--- src/source/access_pkg.sv ---
package access_pkg;

	// Pixel geometry of the up-sampler output
	localparam int PIXEL_BITS      = 24;
	localparam int PIXELS_PER_BEAT = 4;

	typedef logic [PIXEL_BITS-1:0] pixel_t;

	// Element 0 is the first pixel in up-sampler order
	typedef pixel_t [PIXELS_PER_BEAT-1:0] pix_beat_t;

	// One beat on the stream master port
	typedef struct packed {
		pix_beat_t data;
		logic      last;
	} axis_beat_t;

	// Control word of the configuration register file
	typedef struct packed {
		logic upend;
		logic upstart;
	} ctrl_bits_t;

	// Frame sequencing states
	typedef enum logic [1:0] {
		IDLE,
		ACTIVE,
		CLEAR_START,
		SET_END
	} run_state_e;

endpackage

--- src/source/run_control.sv ---
module run_control import access_pkg::*; (
	input  logic       clk,
	input  logic       rst_n,
	input  ctrl_bits_t crf_ctrl,
	input  logic       frame_done,
	output logic       window,
	output logic       crf_wr,
	output ctrl_bits_t crf_wdata,
	output logic       up_reset
);

	run_state_e state;

	logic start_req;
	logic frame_end;
	logic ctrl_clear;
	logic end_seen;

	// Decoded views of the register file control word
	assign start_req  = crf_ctrl.upstart && !crf_ctrl.upend;
	assign ctrl_clear = !crf_ctrl.upstart && !crf_ctrl.upend;
	assign end_seen   = crf_ctrl.upend && !crf_ctrl.upstart;

	// Only a running frame can end
	assign frame_end = (state == ACTIVE) && frame_done;

	// The up-sampler may only write while a frame is running
	assign window = (state == ACTIVE);

	always_ff @(posedge clk or negedge rst_n) begin
		if (!rst_n) begin
			state    <= IDLE;
			crf_wr   <= 1'b0;
			up_reset <= 1'b0;
		end else begin
			crf_wr   <= 1'b0;
			up_reset <= 1'b0;
			case (state)
				IDLE: begin
					if (start_req) begin
						state <= ACTIVE;
					end
				end
				ACTIVE: begin
					// Clear UPSTART and reset the up-sampler for the next frame
					if (frame_end) begin
						state    <= CLEAR_START;
						crf_wr   <= 1'b1;
						up_reset <= 1'b1;
					end
				end
				CLEAR_START: begin
					// Wait until the clear has landed in the register file
					if (ctrl_clear) begin
						state  <= SET_END;
						crf_wr <= 1'b1;
					end
				end
				SET_END: begin
					if (end_seen) begin
						state <= IDLE;
					end
				end
				default: begin
					state <= IDLE;
				end
			endcase
		end
	end

	// Data of the two end-of-frame register writes
	always_ff @(posedge clk) begin
		if (frame_end) begin
			crf_wdata <= '{upend: crf_ctrl.upend, upstart: 1'b0};
		end else if (state == CLEAR_START && ctrl_clear) begin
			crf_wdata <= '{upend: 1'b1, upstart: 1'b0};
		end
	end

	// Write-backs belong to the end sequence only
	a_no_wr_outside_end: assert property (
		@(posedge clk) disable iff (!rst_n)
		(state inside {IDLE, ACTIVE}) |-> !crf_wr
	);

	// Up-sampler reset is a single cycle pulse
	a_up_reset_pulse: assert property (
		@(posedge clk) disable iff (!rst_n)
		up_reset |=> !up_reset
	);

endmodule

--- src/source/pixel_fifo.sv ---
module pixel_fifo import access_pkg::*; #(
	parameter int DEPTH = 4
) (
	input  logic      clk,
	input  logic      rst_n,
	input  logic      flush,
	input  logic      window,
	input  logic      wr_valid,
	input  pix_beat_t wr_beat,
	output logic      wr_ready,
	input  logic      rd,
	output pix_beat_t head,
	output logic      empty
);

	localparam int AW = (DEPTH > 1) ? $clog2(DEPTH) : 1;
	localparam int CW = $clog2(DEPTH + 1);

	pix_beat_t mem [DEPTH];

	logic [AW-1:0] wr_ptr;
	logic [AW-1:0] rd_ptr;
	logic [CW-1:0] count;
	logic          full;
	logic          wr_en;

	// Pointer advance with wrap for any depth
	function automatic logic [AW-1:0] next_ptr(input logic [AW-1:0] ptr);
		if (ptr == AW'(DEPTH - 1)) begin
			return '0;
		end
		return ptr + 1'b1;
	endfunction

	assign full     = (count == CW'(DEPTH));
	assign empty    = (count == '0);
	assign wr_ready = window && !full;
	assign wr_en    = wr_valid && wr_ready;
	assign head     = mem[rd_ptr];

	always_ff @(posedge clk) begin
		if (wr_en) begin
			mem[wr_ptr] <= wr_beat;
		end
	end

	always_ff @(posedge clk or negedge rst_n) begin
		if (!rst_n) begin
			wr_ptr <= '0;
			rd_ptr <= '0;
			count  <= '0;
		end else if (flush) begin
			// Frame end drops anything left over
			wr_ptr <= '0;
			rd_ptr <= '0;
			count  <= '0;
		end else begin
			if (wr_en) begin
				wr_ptr <= next_ptr(wr_ptr);
			end
			if (rd) begin
				rd_ptr <= next_ptr(rd_ptr);
			end
			case ({wr_en, rd})
				2'b10:   count <= count + 1'b1;
				2'b01:   count <= count - 1'b1;
				default: count <= count;
			endcase
		end
	end

	// The packer must never pop an empty buffer
	a_no_pop_empty: assert property (
		@(posedge clk) disable iff (!rst_n)
		rd |-> !empty
	);

	a_count_bound: assert property (
		@(posedge clk) disable iff (!rst_n)
		count <= CW'(DEPTH)
	);

endmodule

--- src/source/stream_packer.sv ---
module stream_packer import access_pkg::*; #(
	parameter int DST_WIDTH  = 16,
	parameter int DST_HEIGHT = 3
) (
	input  logic       clk,
	input  logic       rst_n,
	input  logic       window,
	input  logic       empty,
	input  pix_beat_t  head,
	output logic       rd,
	output logic       m_valid,
	output axis_beat_t m_beat,
	input  logic       m_ready,
	output logic       frame_done
);

	localparam int BEATS_PER_ROW = DST_WIDTH / PIXELS_PER_BEAT;
	localparam int BW = (BEATS_PER_ROW > 1) ? $clog2(BEATS_PER_ROW) : 1;
	localparam int RW = (DST_HEIGHT > 1) ? $clog2(DST_HEIGHT) : 1;

	if (DST_WIDTH % PIXELS_PER_BEAT != 0) begin : g_width_check
		$error("DST_WIDTH must be a multiple of PIXELS_PER_BEAT");
	end

	logic [BW-1:0] beat_cnt;
	logic [RW-1:0] row_cnt;
	logic          row_end;
	logic          accept;
	pix_beat_t     swapped;

	// Pop when there is room in the output register
	assign rd = !empty && window && (!m_valid || m_ready);

	assign accept     = m_valid && m_ready;
	assign row_end    = (beat_cnt == BW'(BEATS_PER_ROW - 1));
	assign frame_done = accept && m_beat.last && (row_cnt == RW'(DST_HEIGHT - 1));

	// Stream order is the reverse of the up-sampler pixel order
	always_comb begin
		for (int i = 0; i < PIXELS_PER_BEAT; i++) begin
			swapped[i] = head[PIXELS_PER_BEAT-1-i];
		end
	end

	always_ff @(posedge clk or negedge rst_n) begin
		if (!rst_n) begin
			m_valid <= 1'b0;
		end else if (rd) begin
			m_valid <= 1'b1;
		end else if (m_ready) begin
			m_valid <= 1'b0;
		end
	end

	always_ff @(posedge clk) begin
		if (rd) begin
			m_beat.data <= swapped;
			m_beat.last <= row_end;
		end
	end

	// Beat position in the row advances on every pop
	always_ff @(posedge clk or negedge rst_n) begin
		if (!rst_n) begin
			beat_cnt <= '0;
		end else if (frame_done) begin
			beat_cnt <= '0;
		end else if (rd) begin
			beat_cnt <= row_end ? '0 : beat_cnt + 1'b1;
		end
	end

	// Rows are counted on the accepted last beat
	always_ff @(posedge clk or negedge rst_n) begin
		if (!rst_n) begin
			row_cnt <= '0;
		end else if (frame_done) begin
			row_cnt <= '0;
		end else if (accept && m_beat.last) begin
			row_cnt <= row_cnt + 1'b1;
		end
	end

	// A waiting beat must not move
	a_hold_beat: assert property (
		@(posedge clk) disable iff (!rst_n)
		(m_valid && !m_ready) |=> (m_valid && $stable(m_beat))
	);

endmodule

--- src/source/access_control.sv ---
module access_control import access_pkg::*; #(
	parameter int DST_WIDTH  = 4096,
	parameter int DST_HEIGHT = 2160,
	parameter int FIFO_DEPTH = 32
) (
	input  logic       clk,
	input  logic       rst_n,
	input  ctrl_bits_t crf_ctrl,
	output logic       crf_wr,
	output ctrl_bits_t crf_wdata,
	output logic       up_reset,
	input  logic       pix_valid,
	input  pix_beat_t  pix_in,
	output logic       pix_ready,
	output logic       m_valid,
	output axis_beat_t m_beat,
	input  logic       m_ready
);

	logic      window;
	logic      frame_done;
	logic      rd;
	logic      empty;
	pix_beat_t head;

	run_control u_run_control (
		.clk       (clk),
		.rst_n     (rst_n),
		.crf_ctrl  (crf_ctrl),
		.frame_done(frame_done),
		.window    (window),
		.crf_wr    (crf_wr),
		.crf_wdata (crf_wdata),
		.up_reset  (up_reset)
	);

	// Frame end flushes the buffer
	pixel_fifo #(
		.DEPTH(FIFO_DEPTH)
	) u_pixel_fifo (
		.clk     (clk),
		.rst_n   (rst_n),
		.flush   (frame_done),
		.window  (window),
		.wr_valid(pix_valid),
		.wr_beat (pix_in),
		.wr_ready(pix_ready),
		.rd      (rd),
		.head    (head),
		.empty   (empty)
	);

	stream_packer #(
		.DST_WIDTH (DST_WIDTH),
		.DST_HEIGHT(DST_HEIGHT)
	) u_stream_packer (
		.clk       (clk),
		.rst_n     (rst_n),
		.window    (window),
		.empty     (empty),
		.head      (head),
		.rd        (rd),
		.m_valid   (m_valid),
		.m_beat    (m_beat),
		.m_ready   (m_ready),
		.frame_done(frame_done)
	);

endmodule

--- config.mk ---
export PLATFORM = sky130hd
export DESIGN_NAME = access_control
export DESIGN_NICKNAME = d
export VERILOG_FILES = /design/src/source/access_pkg.sv /design/src/source/run_control.sv /design/src/source/pixel_fifo.sv /design/src/source/stream_packer.sv /design/src/source/access_control.sv
export SDC_FILE = /design/constraint.sdc
export NUM_CORES = 2
export LEC_CHECK = 0
export BUFFER_PORTS_ARGS = -buffer_cell sky130_fd_sc_hd__buf_4
export CORE_MARGIN = 2
export CORE_UTILIZATION = 35
export DETAILED_ROUTE_END_ITERATION = 7
export GPL_ROUTABILITY_DRIVEN = 0
export PLACE_DENSITY_LB_ADDON = 0.05
export SYNTH_ARGS = -nofsm -noshare
export SYNTH_HDL_FRONTEND = slang
export SYNTH_SLANG_ARGS = --single-unit
--- constraint.sdc ---
create_clock -name clk -period 6.1 [get_ports clk]
set_input_delay 0.305 -clock clk [delete_from_list [all_inputs] [get_ports clk]]
set_output_delay 0.305 -clock clk [all_outputs]
set_load 0.01 [all_outputs]
After elaboration in Yosys (flattened, before gate mapping):

Memories as Yosys holds them, arrays and structs flattened. A register that Yosys moved wholly into a read port is not among the register bits.
Index checks and enable logic that the tools add are counted.
W data, S select, Z words.

* add/subtract/negate cells: 6
* $mul: 0
* div/mod/pow operators: 0
* magnitude comparators: 0
* eq/ne operators: 14
* shift operators: 0
* muxes and demuxes: 36
* bitwise gates (word level): 0
* reductions and logical operators: 27

Operators by type and width (count)
* $mux W5: 8
* $mux W10: 3
* $mux W12: 2
* $mux W1: 13
* $add A12 B1 Y12 const B: 1
* $eq A12 B12 Y1 const B: 1
* $logic_and A1 B1 Y1: 12
* $mux W2: 6
* $pmux W6 S2: 1
* $add A10 B1 Y10 const B: 1
* $add A5 B1 Y5 const B: 2
* $eq A10 B10 Y1 const B: 1
* $eq A5 B5 Y1 const B: 2
* $reduce_bool A2 Y1: 5
* $pmux W2 S4: 1
* $add A6 B1 Y6 const B: 1
* $eq A2 B2 Y1 const B: 3
* $eq A6 B6 Y1 const B: 1
* $logic_not A6 Y1: 1
* $mux W6: 1
* $ne A2 B1 Y1 const B: 3
* $sub A6 B1 Y6 const B: 1
* $logic_not A1 Y1: 5
* $eq A2 B1 Y1 const B: 2
* other kinds (6): 6

* flip-flop bits (word level): 45
* bits in latches: 0
* memory bits (writable): 3072
* memory bits (read-only): 0
* input bits: 102
* output and inout bits: 103
* logic and storage cells: 95
* memories: 1

Memories
* u_pixel_fifo.mem: depth 32, bits a word 96, rd ports 1, clocked after memory_dff 1, write ports 1, RTL line pixel_fifo.sv:19 `pix_beat_t mem [DEPTH];`

Depth between registers and ports, before layout:

* word-level depth: 9
* gate-level depth with buffers: 14
* gate-level depth less buffers: 13

Cells and area by module:

A second synthesis with hierarchy kept.

* cell total of the unflattened synthesis: 5847
* area, all modules: 122072.1 um^2

Modules (own cells, without submodules)
* pixel_fifo: instances 1, cells an instance 5592, area an instance 117561.5 um^2, seq. area each 92648.9 um^2
* stream_packer: instances 1, cells an instance 226, area an instance 4181.5 um^2, seq. area each 3488.3 um^2
* run_control: instances 1, cells an instance 29, area an instance 329.1 um^2, seq. area each 130.1 um^2

Worst setup path after synthesis:

No wires, ideal clock.

* kind: reg-to-reg
* from: register u_pixel_fifo.count[1]
* to: register u_pixel_fifo.count[5]
* setup time: 78 ps
* arrival time: 5985 ps
* required time: 6022 ps
* slack: 37 ps
* cell stages (with the launch flop): 13
* buffers on the path: 3
* period minus slack after synthesis: 6063 ps
* path through: dfrtp_1 -> clkbuf_1 -> or4_1 -> o311ai_4 -> inv_1 -> clkbuf_1 -> ha_1 -> clkbuf_1 -> and4b_1 -> o211a_1 -> o31a_1 -> or4_1 -> a21oi_1

* cells in the longest elaborated chain, start to end: 7
* elaborated cells between the ends (all ways): 15
* those cells by class: 2 x add/sub; 3 x eq/ne; 2 x mux; 8 x reduce/logical

Ends and longest elaborated chain
* start: declaration: RTL line pixel_fifo.sv:23 `logic [CW-1:0] count;`
* start signal: assignment: RTL line pixel_fifo.sv:65 `2'b10: count <= count + 1'b1;`
* start signal: assignment: RTL line pixel_fifo.sv:66 `2'b01: count <= count - 1'b1;`
* start signal: assignment: RTL line pixel_fifo.sv:67 `default: count <= count;`
* $logic_not A6 Y1 (*): RTL line pixel_fifo.sv:36 `assign empty = (count == '0);`
* $logic_not A1 Y1 (*): RTL line stream_packer.sv:32 `assign rd = !empty && window && (!m_valid || m_ready);`
* $logic_and A1 B1 Y1 (*) (2 in series): RTL line stream_packer.sv:32
* named net rd: RTL line access_control.sv:22 `logic rd;`
* $eq A2 B1 Y1 / $eq A2 B2 Y1 (equally long branches): RTL line pixel_fifo.sv:64 `case ({wr_en, rd})`
* $pmux W6 S2: RTL line pixel_fifo.sv:64
* $mux W6: RTL line pixel_fifo.sv:52 `end else if (flush) begin`

Mark *: on every way through the listed nets, which the timed path passes. The rest lies on a longest branch.
A chain may end at the register's enable or synchronous reset.

Final worst setup path:

* from: register u_pixel_fifo.count[1]
* to: register u_pixel_fifo.count[5]

* cells in the longest elaborated chain, start to end: 7
* elaborated cells between the ends (all ways): 15
* those cells by class: 2 x add/sub; 3 x eq/ne; 2 x mux; 8 x reduce/logical

Ends and longest elaborated chain (RTL line)
* $eq A6 B6 Y1 / $logic_not A6 Y1 (equally long branches): pixel_fifo.sv:35, pixel_fifo.sv:36
* $logic_not A1 Y1 (on tied branches): pixel_fifo.sv:37, stream_packer.sv:32
* $logic_and A1 B1 Y1 (on tied branches): pixel_fifo.sv:37, stream_packer.sv:32
* $logic_and A1 B1 Y1 (on tied branches): pixel_fifo.sv:38, stream_packer.sv:32
* $eq A2 B1 Y1 / $eq A2 B2 Y1 (equally long branches): pixel_fifo.sv:64
* $pmux W6 S2: pixel_fifo.sv:64
* $mux W6: pixel_fifo.sv:52

Parallel ways exist; a longest one is shown, timed or not.

==> run_summary.xml <==
<?xml version="1.0" encoding="UTF-8"?>
<metrics>
  <group name="global_routing">
    <metric name="first_global_vias" unit="">57800</metric>
    <metric name="first_pass_grt_wire_length" unit="um">464300</metric>
    <metric name="grt_overflow_total" unit="">0</metric>
    <metric name="grt_max_degree" unit="">101</metric>
    <metric name="grt_antenna_before_repair" unit="">25</metric>
    <metric name="track_usage" unit="">0.1870</metric>
  </group>
  <group name="clocking">
    <metric name="post_cts_buffers" unit="">0</metric>
    <metric name="clock_latency" unit="ps">930</metric>
    <metric name="number_of_sinks_handled_by_clock_tree_synthesis" unit="">3213</metric>
    <metric name="clk_path_buf_depth" unit="">4</metric>
    <metric name="tritoncts_clock_tree" unit="">yes</metric>
    <metric name="clkSlewWorstSetupHoldPaths" unit="ps">60</metric>
    <metric name="cts_inserted_buffers" unit="">361</metric>
    <metric name="cts.root.buffer_cell" unit="">clkbuf_16</metric>
    <metric name="number_of_resized_instances_in_the_post_cts_repair_step" unit="">0</metric>
    <metric name="cts.hold.buffers_added" unit="">103</metric>
    <metric name="h-tree-depth" unit="">5</metric>
  </group>
  <group name="power">
    <metric name="power-per-cell-area" unit="nW/um^2">429.7</metric>
    <metric name="static-leakage-power" unit="uW">0.04355</metric>
    <metric name="comb_power_share" unit="">0.235</metric>
    <metric name="post-layout-total-power" unit="uW">61120</metric>
    <metric name="sw_frac_of_total" unit="">0.2721</metric>
    <metric name="internal_power" unit="uW">44490</metric>
    <metric name="total_switching_power" unit="uW">16630</metric>
    <metric name="ir_drop" unit="mV">0.3193</metric>
    <metric name="pwr-share-clk" unit="">0.339</metric>
    <metric name="power.share.sequential" unit="">0.426</metric>
  </group>
  <group name="synthesis">
    <metric name="synth_edf_count" unit="">3170</metric>
    <metric name="synth.ff_latch_count" unit="">3213</metric>
    <metric name="netlist_area" unit="um^2">121600</metric>
    <metric name="synth.largest_area_cell" unit="">edfxtp_1</metric>
    <metric name="ys.flop_type" unit="">edfxtp_1</metric>
    <metric name="mappedNetlistNets" unit="">4887</metric>
    <metric name="yosysSeqAreaShare" unit="">0.7916</metric>
    <metric name="synthCells" unit="">4767</metric>
    <metric name="ffs_w_async_s_r_synth" unit="">0.01338</metric>
    <metric name="synth_cell_type_count" unit="">53</metric>
    <metric name="synth_top_area_frac" unit="">0.7828</metric>
    <metric name="postSynthAreaPerCell" unit="um^2">25.51</metric>
    <metric name="ranking_of_synthesized_cells_by_area" unit="">edfxtp_1 (78%), mux4_2 (18%), mux2_2 (0.92%), dfrtp_1 (0.88%), clkbuf_1 (0.40%)</metric>
    <metric name="yosys_warnings" unit="">0</metric>
  </group>
  <group name="finish">
    <metric name="leading_cell_type_in_the_layout_fill_and_taps_excluded" unit="">edfxtp_1</metric>
    <metric name="num-nets-final" unit="">5464</metric>
    <metric name="mostFrequentLayoutCells" unit="">edfxtp_1 (3170), mux4_2 (960), clkbuf_16 (367)</metric>
    <metric name="nFillCells" unit="">30140</metric>
    <metric name="final-instance-count-excl-fill" unit="">10220</metric>
    <metric name="flow.area_growth_from_synthesis" unit="%">16.96</metric>
    <metric name="finish.utilization" unit="">0.4112</metric>
    <metric name="multi_input_combinational_cell_area" unit="um^2">24480</metric>
    <metric name="post_route_cells_drive_above_1_share" unit="">0.3427</metric>
    <metric name="area.sequential" unit="um^2">96290</metric>
  </group>
  <group name="route">
    <metric name="drt_first_pass_iters" unit="">5</metric>
    <metric name="detail_route.wirelength" unit="um">332000</metric>
    <metric name="post_drt_wl_per_cell" unit="um">32.50</metric>
    <metric name="post-route-drc-count" unit="">0</metric>
    <metric name="first_iter_violations" unit="">4473</metric>
    <metric name="via_per_inst" unit="">5.292</metric>
    <metric name="number_of_vias_after_detailed_routing" unit="">54060</metric>
    <metric name="drtAntennaViolNets" unit="">0</metric>
  </group>
  <group name="worst_setup_path">
    <metric name="cp_max_fo" unit="">38</metric>
    <metric name="timing_worst_setup_path_type" unit="">reg -&gt; reg</metric>
    <metric name="worst_setup_path_start_kind" unit="">flip-flop</metric>
    <metric name="critPathCaptureType" unit="">flip-flop</metric>
    <metric name="ff2ff_path_depth" unit="">10</metric>
    <metric name="critical_path_arrival" unit="ps">5220</metric>
    <metric name="worstPathRequired" unit="ps">6930</metric>
  </group>
  <group name="timing">
    <metric name="max_freq" unit="GHz">0.2279</metric>
    <metric name="rsz0062_at_grt" unit="">false</metric>
    <metric name="finalClockSkew" unit="ps">32.78</metric>
    <metric name="fin_crit" unit="ps">4388</metric>
    <metric name="drv_slew" unit="">0</metric>
    <metric name="fin_setup_tns" unit="ps">0</metric>
    <metric name="timing_hold_violations_final" unit="">0</metric>
    <metric name="max_slew.worst_pin.slew" unit="ps">1323</metric>
    <metric name="fin_crit_sh" unit="">0.7194</metric>
    <metric name="finalSetupViolCount" unit="">0</metric>
    <metric name="timing.max_slew.rel_slack" unit="">0.1161</metric>
    <metric name="finalHoldWorstSlack" unit="ps">256.5</metric>
  </group>
  <group name="floorplan">
    <metric name="initial_core_util" unit="">0.3515</metric>
    <metric name="core_region_area" unit="um^2">345900</metric>
    <metric name="floorplan.die.height" unit="um">593.4</metric>
    <metric name="design.portCount" unit="">205</metric>
    <metric name="die-area" unit="um^2">352200</metric>
    <metric name="number_of_standard_cell_rows_in_the_floorplan" unit="">216</metric>
    <metric name="die_width" unit="um">593.4</metric>
  </group>
  <group name="job">
    <metric name="max-cap-violations" unit="">0</metric>
  </group>
  <group name="placement">
    <metric name="port-buffer-count" unit="">203</metric>
    <metric name="dp_hpwl" unit="um">164500</metric>
    <metric name="dp_cells" unit="">9456</metric>
  </group>
  <group name="run_status">
    <metric name="run_status" unit="">completed</metric>
  </group>
  <group name="worst_hold_path">
    <metric name="worst_hold_path_type" unit="">in -&gt; reg</metric>
    <metric name="hold-path-cell-count" unit="">3</metric>
  </group>
</metrics>
==> sequential cells by signal, indices dropped and copies added (netlist names) <==
signal and flops:
u_stream_packer.m_beat 97, u_stream_packer.beat_cnt 10, u_run_control.up_reset 1, u_run_control.state 2
u_pixel_fifo.count 6, u_run_control.crf_wdata 1, u_pixel_fifo.rd_ptr 5, u_pixel_fifo.mem 3072
u_stream_packer.row_cnt 12, u_stream_packer.m_valid 1, u_pixel_fifo.wr_ptr 5, u_run_control.crf_wr 1
==> logic make-up after synthesis <==
| family | after synthesis | share of synthesized area |
|---|---|---|
| AO/OA/AOI/OAI | 52 | 0.002727 |
| XOR/XNOR | 16 | 0.001152 |
| adder cells (fa/ha/maj) | 18 | 0.001852 |
| buffers and inverters | 250 | 0.009106 |
| flip-flops | 3213 | 0.7916 |
| multiplexers | 1062 | 0.1872 |
| other | 1 | 0.00003084 |
| AND/OR/NAND/NOR | 155 | 0.006297 |
==> synth_stat cells (all sizes together) (4+ instances only) <==
master / number
a21oi: 20
and3: 7
buf: 111
clkbuf: 128
dfrtp: 43
edfxtp: 3170
ha: 18
inv: 11
mux2: 99
mux4: 960
nand2: 27
nand3: 13
nand3b: 6
nand4: 4
nor2: 62
nor3: 7
o21ai: 13
or3: 4
or4: 7
xnor2: 5
xor2: 11
==> area by class of cell <==
type                            count  area share
Tap cell                         4578     0.04027
Multi-Input combinational cell   1304      0.1721
Timing Repair Buffer              453     0.03206
Clock inverter                    206     0.01151
Clock buffer                      442     0.06662
Inverter                           11   0.0003431
Sequential cell                  3213      0.6770
Antenna cell                        9   0.0001583
==> per-layer routing <==
metal	up-vias	part of all wire	GRT usage
met5	-	0.000048	0
met4	4	0.024	0.04590
met3	434	0.038	0.02742
met2	1184	0.49	0.3115
met1	30430	0.44	0.2591
li1	22010	-	-
==> power by group through the flow <==
stage | clock network [uW] | registers, uW | logic [uW]
final | 20700 | 26100 | 14300
after global routing | 22200 | 26200 | 15400
after CTS | 21400 | 26100 | 14900
after detailed placement | 0 | 26600 | 14800
after global placement | 0 | 26600 | 14800
after floorplan | 0 | 26200 | 9850
==> critical path: stages (launching register included) <==
cell and delay (ps):
dfrtp_1 460, or4_1 650, o311ai_4 730, inv_8 280
ha_1 450, ha_1 390, and3_1 210, a22o_1 220
o31a_1 250, or4_1 480, a21oi_1 160
==> final timing paths <==
path / from / end / slack (ps)
worst max-delay path: u_pixel_fifo.count[1] / u_pixel_fifo.count[5] / 1710
worst min-delay path: crf_ctrl[1] / u_run_control.crf_wdata[1] / 260
worst max register to register: u_pixel_fifo.count[1] / u_pixel_fifo.count[5] / 1710
worst min register to register: u_stream_packer.row_cnt[10] / u_stream_packer.row_cnt[10] / 490
max in group asynchronous: rst_n / u_pixel_fifo.rd_ptr[2] / 5410
min in group asynchronous: rst_n / u_stream_packer.beat_cnt[1] / 450
==> through the flow <==
step	setup WS (ps)	area, um^2
after global placement	1660	130000
after CTS	1654	142200
after detailed placement	1695	130100
after global routing	1452	142200
after floorplan	36.95	121600
final	1712	142200
Power figures use the tool's default switching activity.
